### src/common/texcache_cfg_pkg.sv
// Fixed cache geometry; a texel address must split exactly into tag, index and offset.
package texcache_cfg_pkg;

	// ########################################################################
	// Address widths
	// ########################################################################

	localparam int TEX_ADR_W = 24; // Texel words in texture memory.
	localparam int DST_ADR_W = 24; // Destination words.
	localparam int FRAC_W = 6; // Bilinear weight bits.

	// ########################################################################
	// Direct-mapped cache
	// ########################################################################

	localparam int LINE_TEXELS = 16;
	localparam int OFFSET_W = 4; // Log2 of LINE_TEXELS.
	localparam int INDEX_W = 8; // 256 lines.
	localparam int TAG_W = TEX_ADR_W - INDEX_W - OFFSET_W;

	localparam int CACHE_ADR_W = INDEX_W + OFFSET_W;
	localparam int LINE_ADR_W = TAG_W + INDEX_W;
	localparam int LINE_W = LINE_TEXELS * 16; // One memory beat.

	// Room for one full fragment of requests is needed to push.
	localparam int FETCH_FIFO_DEPTH = 8;

endpackage
### src/common/texcache_types_pkg.sv
// Texel colours are 16 bits; both views of texel_adr_u cover the same 24-bit word.
package texcache_types_pkg;

	typedef logic [texcache_cfg_pkg::LINE_W/texcache_cfg_pkg::LINE_TEXELS-1:0] texel_t;

	// Texel at offset k sits at bits 16k upward.
	typedef texel_t [texcache_cfg_pkg::LINE_TEXELS-1:0] line_t;

	typedef struct packed {
		logic [texcache_cfg_pkg::TAG_W-1:0] tag;
		logic [texcache_cfg_pkg::INDEX_W-1:0] index;
		logic [texcache_cfg_pkg::OFFSET_W-1:0] offset;
	} texel_fields_t;

	// Raw memory address, or the cache split of the same bits.
	typedef union packed {
		logic [texcache_cfg_pkg::TEX_ADR_W-1:0] raw;
		texel_fields_t fld;
	} texel_adr_u;

	typedef logic [texcache_cfg_pkg::CACHE_ADR_W-1:0] cache_adr_t; // Index and offset.
	typedef logic [texcache_cfg_pkg::LINE_ADR_W-1:0] line_adr_t; // Tag and index.

endpackage

### src/texcache/texcache_fetch.sv
// One memory read outstanding; a push needs four free slots whatever its mask.
`timescale 1ns/1ps

module texcache_fetch (
	input logic sys_clk,
	input logic sys_rst,

	input logic req_stb_i,
	output logic req_room_o,
	input logic [3:0] req_mask_i,
	input texcache_types_pkg::line_adr_t req_ladr_a_i,
	input texcache_types_pkg::line_adr_t req_ladr_b_i,
	input texcache_types_pkg::line_adr_t req_ladr_c_i,
	input texcache_types_pkg::line_adr_t req_ladr_d_i,

	output logic mem_stb_o,
	input logic mem_ack_i,
	output texcache_types_pkg::line_adr_t mem_adr_o,
	input texcache_types_pkg::line_t mem_dat_i,

	output logic fetch_stb_o,
	input logic fetch_ack_i,
	output texcache_types_pkg::line_t fetch_dat_o,

	output logic busy_o
);
	import texcache_cfg_pkg::*;
	import texcache_types_pkg::*;

	typedef logic [$clog2(FETCH_FIFO_DEPTH)-1:0] ptr_t;
	typedef logic [$clog2(FETCH_FIFO_DEPTH):0] cnt_t;
	typedef enum logic [1:0] {F_IDLE, F_MEM, F_HAND} fstate_t;

	line_adr_t fifo_q [FETCH_FIFO_DEPTH];
	line_adr_t ladr [4];
	ptr_t wr_ptr_q, rd_ptr_q;
	ptr_t wr_slot [4];
	cnt_t count_q, push_cnt;
	fstate_t state_q;
	logic push, pop;

	assign ladr[0] = req_ladr_a_i;
	assign ladr[1] = req_ladr_b_i;
	assign ladr[2] = req_ladr_c_i;
	assign ladr[3] = req_ladr_d_i;

	// Masked addresses pack into consecutive slots, a first.
	always_comb begin
		push_cnt = '0;
		for (int i = 0; i < 4; i++) begin
			wr_slot[i] = wr_ptr_q + ptr_t'(push_cnt);
			if (req_mask_i[i])
				push_cnt = push_cnt + 1'b1;
		end
	end

	assign req_room_o = count_q <= cnt_t'(FETCH_FIFO_DEPTH - 4);
	assign push = req_stb_i && req_room_o;
	assign pop = fetch_stb_o && fetch_ack_i;

	always_ff @(posedge sys_clk) begin
		if (push) begin
			for (int i = 0; i < 4; i++) begin
				if (req_mask_i[i])
					fifo_q[wr_slot[i]] <= ladr[i];
			end
		end
	end

	always_ff @(posedge sys_clk) begin
		if (sys_rst) begin
			wr_ptr_q <= '0;
			rd_ptr_q <= '0;
			count_q <= '0;
		end else begin
			if (push)
				wr_ptr_q <= wr_ptr_q + ptr_t'(push_cnt);
			if (pop)
				rd_ptr_q <= rd_ptr_q + 1'b1;
			count_q <= count_q + (push ? push_cnt : cnt_t'(0)) - cnt_t'(pop);
		end
	end

	// ########################################################################
	// Read sequencer
	// ########################################################################

	always_ff @(posedge sys_clk) begin
		if (sys_rst) begin
			state_q <= F_IDLE;
		end else begin
			case (state_q)
				F_IDLE: if (count_q != '0) state_q <= F_MEM;
				F_MEM: if (mem_ack_i) state_q <= F_HAND;
				default: if (fetch_ack_i) state_q <= F_IDLE; // Head popped here.
			endcase
		end
	end

	always_ff @(posedge sys_clk) begin
		if (mem_stb_o && mem_ack_i)
			fetch_dat_o <= mem_dat_i;
	end

	assign mem_adr_o = fifo_q[rd_ptr_q]; // Head stays put until the pop.
	assign mem_stb_o = state_q == F_MEM;
	assign fetch_stb_o = state_q == F_HAND;
	assign busy_o = state_q != F_IDLE || count_q != '0;

	// Free space seen by the pointers must agree with the count that grants room.
	a_push_fits: assert property (@(posedge sys_clk) disable iff (sys_rst)
		push |-> ptr_t'(wr_ptr_q - rd_ptr_q) == ptr_t'(count_q) &&
		count_q + push_cnt <= cnt_t'(FETCH_FIFO_DEPTH));

	a_adr_hold: assert property (@(posedge sys_clk) disable iff (sys_rst)
		mem_stb_o && !mem_ack_i |=> mem_stb_o && $stable(mem_adr_o));

endmodule

### config.mk
export PLATFORM = sky130hd
export DESIGN_NAME = texcache_fetch
export DESIGN_NICKNAME = d
export VERILOG_FILES = /design/src/common/texcache_cfg_pkg.sv /design/src/common/texcache_types_pkg.sv /design/src/texcache/texcache_fetch.sv
export SDC_FILE = /design/constraint.sdc
export NUM_CORES = 1
export LEC_CHECK = 0
export ABC_AREA = 1
export BUFFER_PORTS_ARGS = -buffer_cell sky130_fd_sc_hd__buf_2
export CAP_MARGIN = 0
export CORE_AREA = 2 2 246 248
export DETAILED_ROUTE_END_ITERATION = 6
export DIE_AREA = 0 0 248 250
export HOLD_SLACK_MARGIN = 0.12
export SYNTH_ARGS = -nofsm -noshare
export SYNTH_HDL_FRONTEND = slang
export SYNTH_SLANG_ARGS = --single-unit
export TNS_END_PERCENT = 5
### constraint.sdc
create_clock -name sys_clk -period 8.3 [get_ports sys_clk]
set_input_delay 1.245 -clock sys_clk [delete_from_list [all_inputs] [get_ports sys_clk]]
set_output_delay 1.245 -clock sys_clk [all_outputs]
set_load 0.005 [all_outputs]
## Yosys cells after proc, flatten, opt, wreduce, memory -nomap -nowiden

Memories as Yosys holds them, arrays and structs flattened. A register that Yosys moved wholly into a read port is not among the register bits.
Index checks and enable logic that the tools add are counted.

- Output and inout port bits: 280
- Input bits: 345
- Register bits after elaboration: 268
- RAM bits: 160
- Logic and storage cells: 68
- Memories kept: 1

Memories:

| memory | words | bits a word | rd ports | clocked after memory_dff | wr ports | line | RTL |
|---|---|---|---|---|---|---|---|
| fifo_q | 8 | 20 | 1 | 1 | 4 | texcache_fetch.sv:34 | `line_adr_t fifo_q [FETCH_FIFO_DEPTH];` |

- $add $sub $neg: 10
- Equal/unequal tests: 4
- Reduce and logical (&&, ||, !) cells: 9
- Muxes and demuxes: 23
- $lt $le $gt $ge: 1

Operators with widths:

| cell | number |
|---|---|
| $mux 4 | 4 |
| $mux 1 | 13 |
| $add 3x3->3 | 4 |
| $add 4x1->4 const B | 3 |
| $mux 2 | 3 |
| $mux 3 | 2 |
| $add 4x4->4 | 1 |
| $le 4x3->1 const B | 1 |
| $pmux 2 s2 | 1 |
| $reduce_bool 4->1 | 1 |
| $sub 4x1->4 | 1 |
| $add 3x1->3 const B | 1 |
| $logic_and 1x1->1 | 3 |
| $reduce_and 3->1 | 1 |
| $reduce_bool 3->1 | 1 |
| $eq 2x1->1 const B | 1 |
| $eq 2x2->1 const B | 1 |
| $logic_not 2->1 | 1 |
| $ne 2x1->1 const B | 1 |
| $ne 2x2->1 const B | 1 |
| $reduce_bool 2->1 | 1 |
| $logic_or 1x1->1 | 1 |

## Longest topological paths before layout

Gate-level depths: netlist of run 1.

- Word-level depth: 10
- Gate-level depth with buffers: 17

## Least setup slack after synthesis of run 1

Ideal clock, no wire load.

- Kind: input-to-reg
- Start point: input port mem_ack_i
- End point: register fetch_dat_o[0] (netlist bit) (enable)
- Library setup time: 0.608 ns
- Buffers on the path: 0
- Setup slack: 1.429 ns
- Data arrival time: 6.264 ns
- Stages: 2
- Path through: nand2_1 inv_1

- Word-level cells in the longest chain between the ends: 1

RTL lines:

| what | line | RTL |
|---|---|---|
| start, declared | texcache_fetch.sv:17 | `input logic mem_ack_i,` |
| $logic_and 1x1->1 | texcache_fetch.sv:101 | `if (mem_stb_o && mem_ack_i)` |
| end signal, assigned | texcache_fetch.sv:102 | `fetch_dat_o <= mem_dat_i;` |
| end, declared | texcache_fetch.sv:23 | `output texcache_types_pkg::line_t fetch_dat_o,` |

No other way between the ends.
A chain may end at the register's enable or synchronous reset.

==> impl_metrics.csv, run 1 <==
group,metric,value,unit
cells_and_area,nNetsFinal,3140,
global_routing,grt_pass1_wl,131000,microns
logic_synthesis,synth_edf_count,416,
timing,drv_slew,0,
logic_synthesis,ys_warn_count,0,
clock_tree,cts_made_buffers,48,
floorplan,placeableCoreArea,59600,sq um
floorplan,die_w,248,microns
cells_and_area,fillCellCount,5793,
logic_synthesis,netlist_instances,2261,
global_routing,antenna_found_initial,51,
critical_path,cp-start-kind,"flop",
global_routing,grt_max_degree,154,
timing,timing.setup.tns,0,ps
critical_path,r2r_start,"wr_ptr_q[1]$_SDFFE_PP0P_",
critical_path,r2r_slack,4490,ps
logic_synthesis,yosysSeqAreaShare,61.3,%
critical_path,cp_max_fo,81,
pwr,power_density,265,nW/um^2
critical_path,crit_slowest_cell,"buf_4",
critical_path,cp-end-kind,"primary output",
worst_hold_path,min_from,"rd_ptr_q[2]$_SDFFE_PP0P_",
clock_tree,post_cts_buffers,0,
placed_design,io_buffers,624,
clock_tree,cts_tree,"done",
cells_and_area,final_core_util,43.5,%
logic_synthesis,ys_types,30,
clock_tree,cts_resized,0,
timing,clock_skew,26.1,ps
placed_design,place.gp.congestion,0.977,
global_routing,overflow,0,
global_routing,grt_usage,30.1,%
cells_and_area,syn_to_final_growth,24.3,%
critical_path,reg2reg_depth,9,
routing,num_vias,19400,
critical_path,cp.arrival,3350,ps
worst_hold_path,hold_path.class,"reg2reg",
logic_synthesis,ys_async_sr_fraction,0,%
clock_tree,clock_path_buffers,3,
timing,grt_setup_unrepaired,"no",
clock_tree,clockRootBuffer,"clkbuf_16",
pwr,peakVddDrop,0.282,mV
run,drv_cap,0,
timing,layout_min_cycle_time,4590,ps
floorplan,num_rows,90,
worst_hold_path,holdPathStages,1,
routing,drt-total-wl,96700,microns
placed_design,dp_hpwl,74400,microns
timing,max_freq,218,MHz
logic_synthesis,syn-num-nets,2625,
critical_path,r2r-end,"fifo_q[2][2]$_DFFE_PP_",
critical_path,max_stage_delay,680,ps
timing,worst_slew_pin_slew,1150,ps
routing,ant_nets,0,
routing,drc,0,
clock_tree,path_clk_slew,60,ps
floorplan,dieArea,62000,sq um
logic_synthesis,synth_flop_cell,"edfxtp_1",
cells_and_area,drive_gt1_share,27.0,%
timing,setup_viol,0,
logic_synthesis,ys_ff_latch,431,
logic_synthesis,synth_area_per_cell,9.22,sq um
routing,firstDrtPassIters,6,
critical_path,crit_type,"reg2out",
routing,viasPerCell,5.37,
floorplan,die_y,250,microns
logic_synthesis,syn_area,20900,sq um
clock_tree,clock-sinks,431,
global_routing,grt_pass1_vias,17700,
critical_path,required,7050,ps
timing,relSlewSlack,23.5,%
floorplan,initial_core_util,35.0,%
pwr,p_leak,11.3,nW
routing,drt_iter0_drc,2700,
clock_tree,h-tree-depth,2,
critical_path,path_cells,"buf_4, inv_2, buf_4, nor2_1, o32ai_1, nand2_1, nand2_1, buf_2",
floorplan,io_pins,625,
timing,finalHoldViolations,0,
clock_tree,hold_buffers,0,
status,status,"complete, no violations",
timing,finalCritPeriodShare,55.3,%
routing,wl_per_cell,26.7,microns
clock_tree,clk_latency,610,ps
==> cell families after synthesis <==
logic type / count (synthesis) / share of synthesized area (%)
DFF: 431 / 61.3
and+or+nand+nor: 1280 / 24.6
buffers and inverters: 271 / 5.66
AOI/OAI and AO/OA: 252 / 6.83
xor gates and xnor gates: 7 / 0.294
muxes: 1 / 0.0540
adders and majority gates: 19 / 1.28
==> final cells by class <==
class / instances / area, sq um / area share (%)
Sequential cell: 431 / 12800 / 49.4
Multi-Input combinational cell: 1559 / 6930 / 26.7
Timing Repair Buffer: 647 / 3310 / 12.8
Clock buffer: 58 / 1240 / 4.78
Tap cell: 782 / 978 / 3.77
Inverter: 89 / 344 / 1.33
Clock inverter: 31 / 290 / 1.12
Antenna cell: 18 / 45.0 / 0.174
==> registers in the layout (all words and copies together) (netlist names), named ones only <==
name and flops:
fetch_dat_o 256, count_q 4, fifo_q 160, wr_ptr_q 3, rd_ptr_q 3, state_q 2
==> worst max-delay path: cells and delay by family (launching register included) <==
family,cells,cell delay (ps)
buffers and inverters,4,1290
AOI/OAI and AO/OA,1,620
and+or+nand+nor,3,350
DFF,1,310
==> cell usage in the layout (no fill, tap or decap), types with 2 or more instances in the layout <==
cell,instances
ha_1,15
o211ai_1,4
inv_6,3
clkinv_2,7
nor2_1,158
or2_2,4
nor2_2,14
clkbuf_1,10
nand4_2,2
bufinv_16,4
nand4_1,2
a21oi_1,161
buf_4,22
o21ai_0,46
nor2_4,3
diode_2,18
inv_1,77
nand3_1,182
clkbuf_16,48
o32ai_1,40
dfxtp_1,13
xnor2_1,3
edfxtp_1,416
buf_2,624
xor2_1,4
inv_2,10
clkinvlp_4,3
fa_1,4
clkinv_1,11
nand3_2,2
dfxtp_2,2
nand2_1,909
nand2_2,2
==> per-stage QoR <==
stage               hold slack [ps]  power [mW]  cells  cell area, sq um  worst slack (ps)
finish                          446        6.88   3615             25900              3710
detailed placement              437        4.77   3508             24400              3310
CTS                             449        6.89   3597             25900              3810
global route                    472        7.18   3605             25900              3580
global placement                429        4.74   3508             24400              3380
floorplan                       412        4.02   2261             20900              1430
==> synth_stat cells, types with 3 or more instances <==
cell type | count | area (sq um)
nand2_1 | 909 | 3410
edfxtp_1 | 416 | 12500
nand3_1 | 182 | 911
nor2_1 | 168 | 631
a21oi_1 | 161 | 806
buf_2 | 104 | 521
inv_1 | 78 | 293
clkbuf_1 | 53 | 199
o21ai_0 | 46 | 230
o32ai_1 | 40 | 350
buf_1 | 17 | 63.8
dfxtp_1 | 15 | 300
ha_1 | 15 | 188
inv_2 | 10 | 37.5
buf_4 | 8 | 60.1
nor2_2 | 7 | 43.8
fa_1 | 4 | 80.1
o211ai_1 | 4 | 30.0
or2_2 | 4 | 25.0
xor2_1 | 4 | 35.0
xnor2_1 | 3 | 26.3
==> layer usage <==
metal	GRT usage (%)	vias to the layer above	wire length, microns
met5	0	-	231
met1	38.5	9141	35700
met4	8.90	14	3370
li1	-	8603	-
met3	9.15	252	12400
met2	49.0	1391	45100
==> worst max path at each step <==
stage,end,startpoint,slack [ps],cells past startpoint
5_1_grt,mem_adr_o[5],flop,3580,8
2_1_floorplan,fetch_dat_o[0]$_DFFE_PP_,mem_ack_i,1430,2
6_report,mem_adr_o[10],flop,3710,8
3_3_place_gp,fifo_q[2][13]$_DFFE_PP_,req_mask_i[0],3380,13
4_1_cts,mem_adr_o[10],flop,3810,8
3_5_place_dp,fifo_q[2][12]$_DFFE_PP_,req_mask_i[0],3310,13
==> power by group <==
group / internal (mW) / leakage [nW] / switching (mW)
Clock: 1.20 / 0.739 / 0.927
Combinational: 0.527 / 6.64 / 1.17
Sequential: 2.91 / 3.94 / 0.152
Total: 4.63 / 11.3 / 2.25
No activity file was read; power rests on OpenSTA's default activity.
==> inputs of run 2 (changes only) <==
--- a/config.mk
+++ b/config.mk
@@ -5,12 +5,12 @@
 export SDC_FILE = /design/constraint.sdc
 export NUM_CORES = 1
 export LEC_CHECK = 0
-export ABC_AREA = 1
+export ABC_AREA = 0
 export BUFFER_PORTS_ARGS = -buffer_cell sky130_fd_sc_hd__buf_2
 export CAP_MARGIN = 0
-export CORE_AREA = 2 2 246 248
+export CORE_AREA = 2 2 241 243
 export DETAILED_ROUTE_END_ITERATION = 6
-export DIE_AREA = 0 0 248 250
+export DIE_AREA = 0 0 243 245
 export HOLD_SLACK_MARGIN = 0.12
 export SYNTH_ARGS = -nofsm -noshare
 export SYNTH_HDL_FRONTEND = slang
==> constraint.sdc (replaced) <==
create_clock -name sys_clk -period 4.4 [get_ports sys_clk]
set_input_delay 0.66 -clock sys_clk [delete_from_list [all_inputs] [get_ports sys_clk]]
set_output_delay 0.66 -clock sys_clk [all_outputs]
set_load 0.005 [all_outputs]
==> run 2 against run 1 <==
Area after synthesis shrank 3.5%. Sequential cell count is the same. Sequential power grew 85%. Setup slack lost 2800 ps. Wire length grew 7.6%. Core utilization grew 2.4 points. Synthesized cell count shrank 35%. Critical path depth shrank 4. Design area grew 0.99%. Largest cell class unchanged. Largest power group unchanged.
==> impl_metrics.csv, run 2 <==
group,metric,value,unit
critical_path,cp-start-kind,"flop",
clock_tree,post_cts_buffers,0,
timing,finalCritPeriodShare,79.2,%
global_routing,grt_usage,33.9,%
clock_tree,cts_resized,0,
critical_path,path_cells,"buf_4, mux4_2, mux2_2, buf_2",
logic_synthesis,synth_compound_area_share,16.5,%
logic_synthesis,yosysTopAreaCellShare,62.1,%
logic_synthesis,yosysSeqAreaShare,63.6,%
logic_synthesis,ys_ff_latch,431,
worst_hold_path,hold_path.class,"in2reg",
critical_path,path_delay_family,"multiplexers",
logic_synthesis,ys_warn_count,0,
logic_synthesis,synth_edf_count,416,
cells_and_area,nNetsFinal,2403,
logic_synthesis,synth_top_family_by_area,"compound AO/OA/AOI/OAI gates",
placed_design,io_buffers,624,
clock_tree,clock_path_buffers,3,
timing,drv_slew,0,
worst_hold_path,min_from,"mem_dat_i[6]",
logic_synthesis,ys_top_cells_by_count,"edfxtp_1, a221oi_1, clkbuf_1",
logic_synthesis,synthMuxAreaShare,5.91,%
floorplan,initial_core_util,35.3,%
status,status,"complete, no violations",
logic_synthesis,synth_area_per_cell,13.7,sq um
clock_tree,hold_buffers,0,
placed_design,place.gp.congestion,0.995,
timing,max_freq,287,MHz
logic_synthesis,syn_area,20100,sq um
cells_and_area,max_flop_register,"fetch_dat_o",
timing,layout_min_cycle_time,3490,ps
floorplan,dieArea,59500,sq um
logic_synthesis,synth.area.top_cells,"edfxtp_1, a221oi_1, mux4_2",
timing,finalHoldViolations,0,
cells_and_area,final_core_util,45.9,%
run,drv_cap,0,
cells_and_area,layout_common_cells,"buf_2, edfxtp_1, a221oi_1",
routing,num_vias,18000,
global_routing,grt_pass1_wl,140000,microns
logic_synthesis,synth_most_common_cell,"edfxtp_1",
critical_path,cp_max_fo,40,
routing,drc,0,
timing,relSlewSlack,23.4,%
global_routing,overflow,0,
cells_and_area,syn_to_final_growth,30.1,%
global_routing,antenna_found_initial,65,
logic_synthesis,ys_types,47,
clock_tree,path_clk_slew,60,ps
global_routing,grt_pass1_vias,16900,
routing,drt_iter0_drc,3049,
routing,firstDrtPassIters,7,
floorplan,placeableCoreArea,57000,sq um
floorplan,die_w,243,microns
clock_tree,h-tree-depth,2,
routing,viasPerCell,6.28,
logic_synthesis,yosys.area_share.simple,7.50,%
clock_tree,clk_latency,610,ps
timing,clock_skew,26.0,ps
logic_synthesis,netlist_instances,1465,
pwr,peakVddDrop,0.389,mV
routing,ant_nets,0,
critical_path,crit_type,"reg2out",
timing,layout_setup_ws,915,ps
critical_path,worst-path-buf-inv,2,
clock_tree,cts_tree,"done",
floorplan,io_pins,625,
cells_and_area,layout_commonest_cell,"buf_2",
floorplan,die_y,245,microns
critical_path,cp.arrival,2830,ps
timing,worst_slew_pin_slew,1150,ps
cells_and_area,layout.cells.non_filler,2872,
critical_path,required,3740,ps
global_routing,grt_max_degree,76,
routing,wl_per_cell,36.2,microns
critical_path,r2r_slack,1010,ps
critical_path,max_stage_delay,680,ps
placed_design,dpl_worst_slack,467,ps
logic_synthesis,synth_flop_cell,"edfxtp_1",
placed_design,dp.cells,2751,
cells_and_area,largest_register_ffs,256,
timing,grt_setup_unrepaired,"no",
critical_path,cp-end-kind,"primary output",
clock_tree,clock-sinks,431,
pwr,p_leak,9.73,nW
critical_path,crit_slowest_cell,"buf_4",
critical_path,r2r_start,"wr_ptr_q[1]$_SDFFE_PP0P_",
routing,drt-total-wl,104000,microns
pwr,power_density,526,nW/um^2
logic_synthesis,yosys.area.top_type,"edfxtp_1",
placed_design,dp_hpwl,78700,microns
clock_tree,clockRootBuffer,"clkbuf_16",
floorplan,num_rows,88,
logic_synthesis,syn-num-nets,1829,
logic_synthesis,synth-xor-area-share,0.771,%
logic_synthesis,ys_async_sr_fraction,0,%
cells_and_area,drive_gt1_share,42.5,%
timing,setup_viol,0,
logic_synthesis,synthAdderAreaFrac,1.33,%
clock_tree,cts_made_buffers,51,
==> run 2: cell types whose count changed after synthesis, sizes merged, moves of 56 or more <==
cell	before	now
nand3	185	83
a221oi	0	160
o31ai	1	80
nor2	175	103
nand2	912	16
inv	89	14
o2bb2ai	0	80
o22ai	0	80
a21oi	161	5
clkbuf	53	109
==> run 2: logic make-up after synthesis <==
| group | count (synthesis) |
|---|---|
| AO/OA/AOI/OAI | 417 |
| XOR/XNOR | 16 |
| buffers and inverters | 217 |
| adder cells (fa/ha/maj) | 19 |
| multiplexers | 66 |
| AND/OR/NAND/NOR | 299 |
| flip-flops | 431 |
==> run 2: worst paths after layout <==
| kind | cells after the start | to |
|---|---|---|
| worst max-delay path | 4 | mem_adr_o[9] |
| worst min-delay path | 1 | fetch_dat_o[6]$_DFFE_PP_ |
| worst max register to register | 7 | fifo_q[1][0]$_DFFE_PP_ |
| worst min register to register | 2 | flop |
==> run 2: metal layers <==
layer  wire, microns  up-vias  GRT usage [%]
li1                -     7209              -
met1           38200     8936           43.1
met2           49600     1578           56.6
met3           12400      307           9.81
met4            3760       18           8.91
met5             113        -              0
==> run 2: final cells by class <==
| cell class | count | area, sq um |
|---|---|---|
| Inverter | 14 | 56.3 |
| Tap cell | 765 | 957 |
| Clock inverter | 31 | 375 |
| Timing Repair Buffer | 724 | 4010 |
| Clock buffer | 64 | 1330 |
| Fill cell | 5286 | 30900 |
| Antenna cell | 26 | 65.1 |
| Multi-Input combinational cell | 817 | 6600 |
| Sequential cell | 431 | 12800 |
==> run 2: per-stage QoR <==
stage          hold WS, ps  setup TNS, ps  instance area, sq um  power [mW]
2_1_floorplan          485        -131890                 20100        7.57
3_3_place_gp           510              0                 24400        9.37
3_5_place_dp           533              0                 24400        9.45
4_1_cts                190              0                 26100        13.8
5_1_grt                193              0                 26100        14.2
6_report               219              0                 26200        13.8
==> run 2: report_power, final <==
group          total, mW  internal [mW]  switching [mW]
Clock               4.34           2.56            1.78
Sequential          5.66           5.40           0.261
Combinational       3.76           1.28            2.48
==> run 2: worst register-to-register path: cells and delay by family (launching register included) <==
| kind | cells | cell delay, ps |
|---|---|---|
| simple gates | 1 | 980 |
| buf+inv | 2 | 610 |
| fa+ha+maj | 1 | 500 |
| xor+xnor | 1 | 250 |
| compound gates | 2 | 300 |
| flops | 1 | 590 |
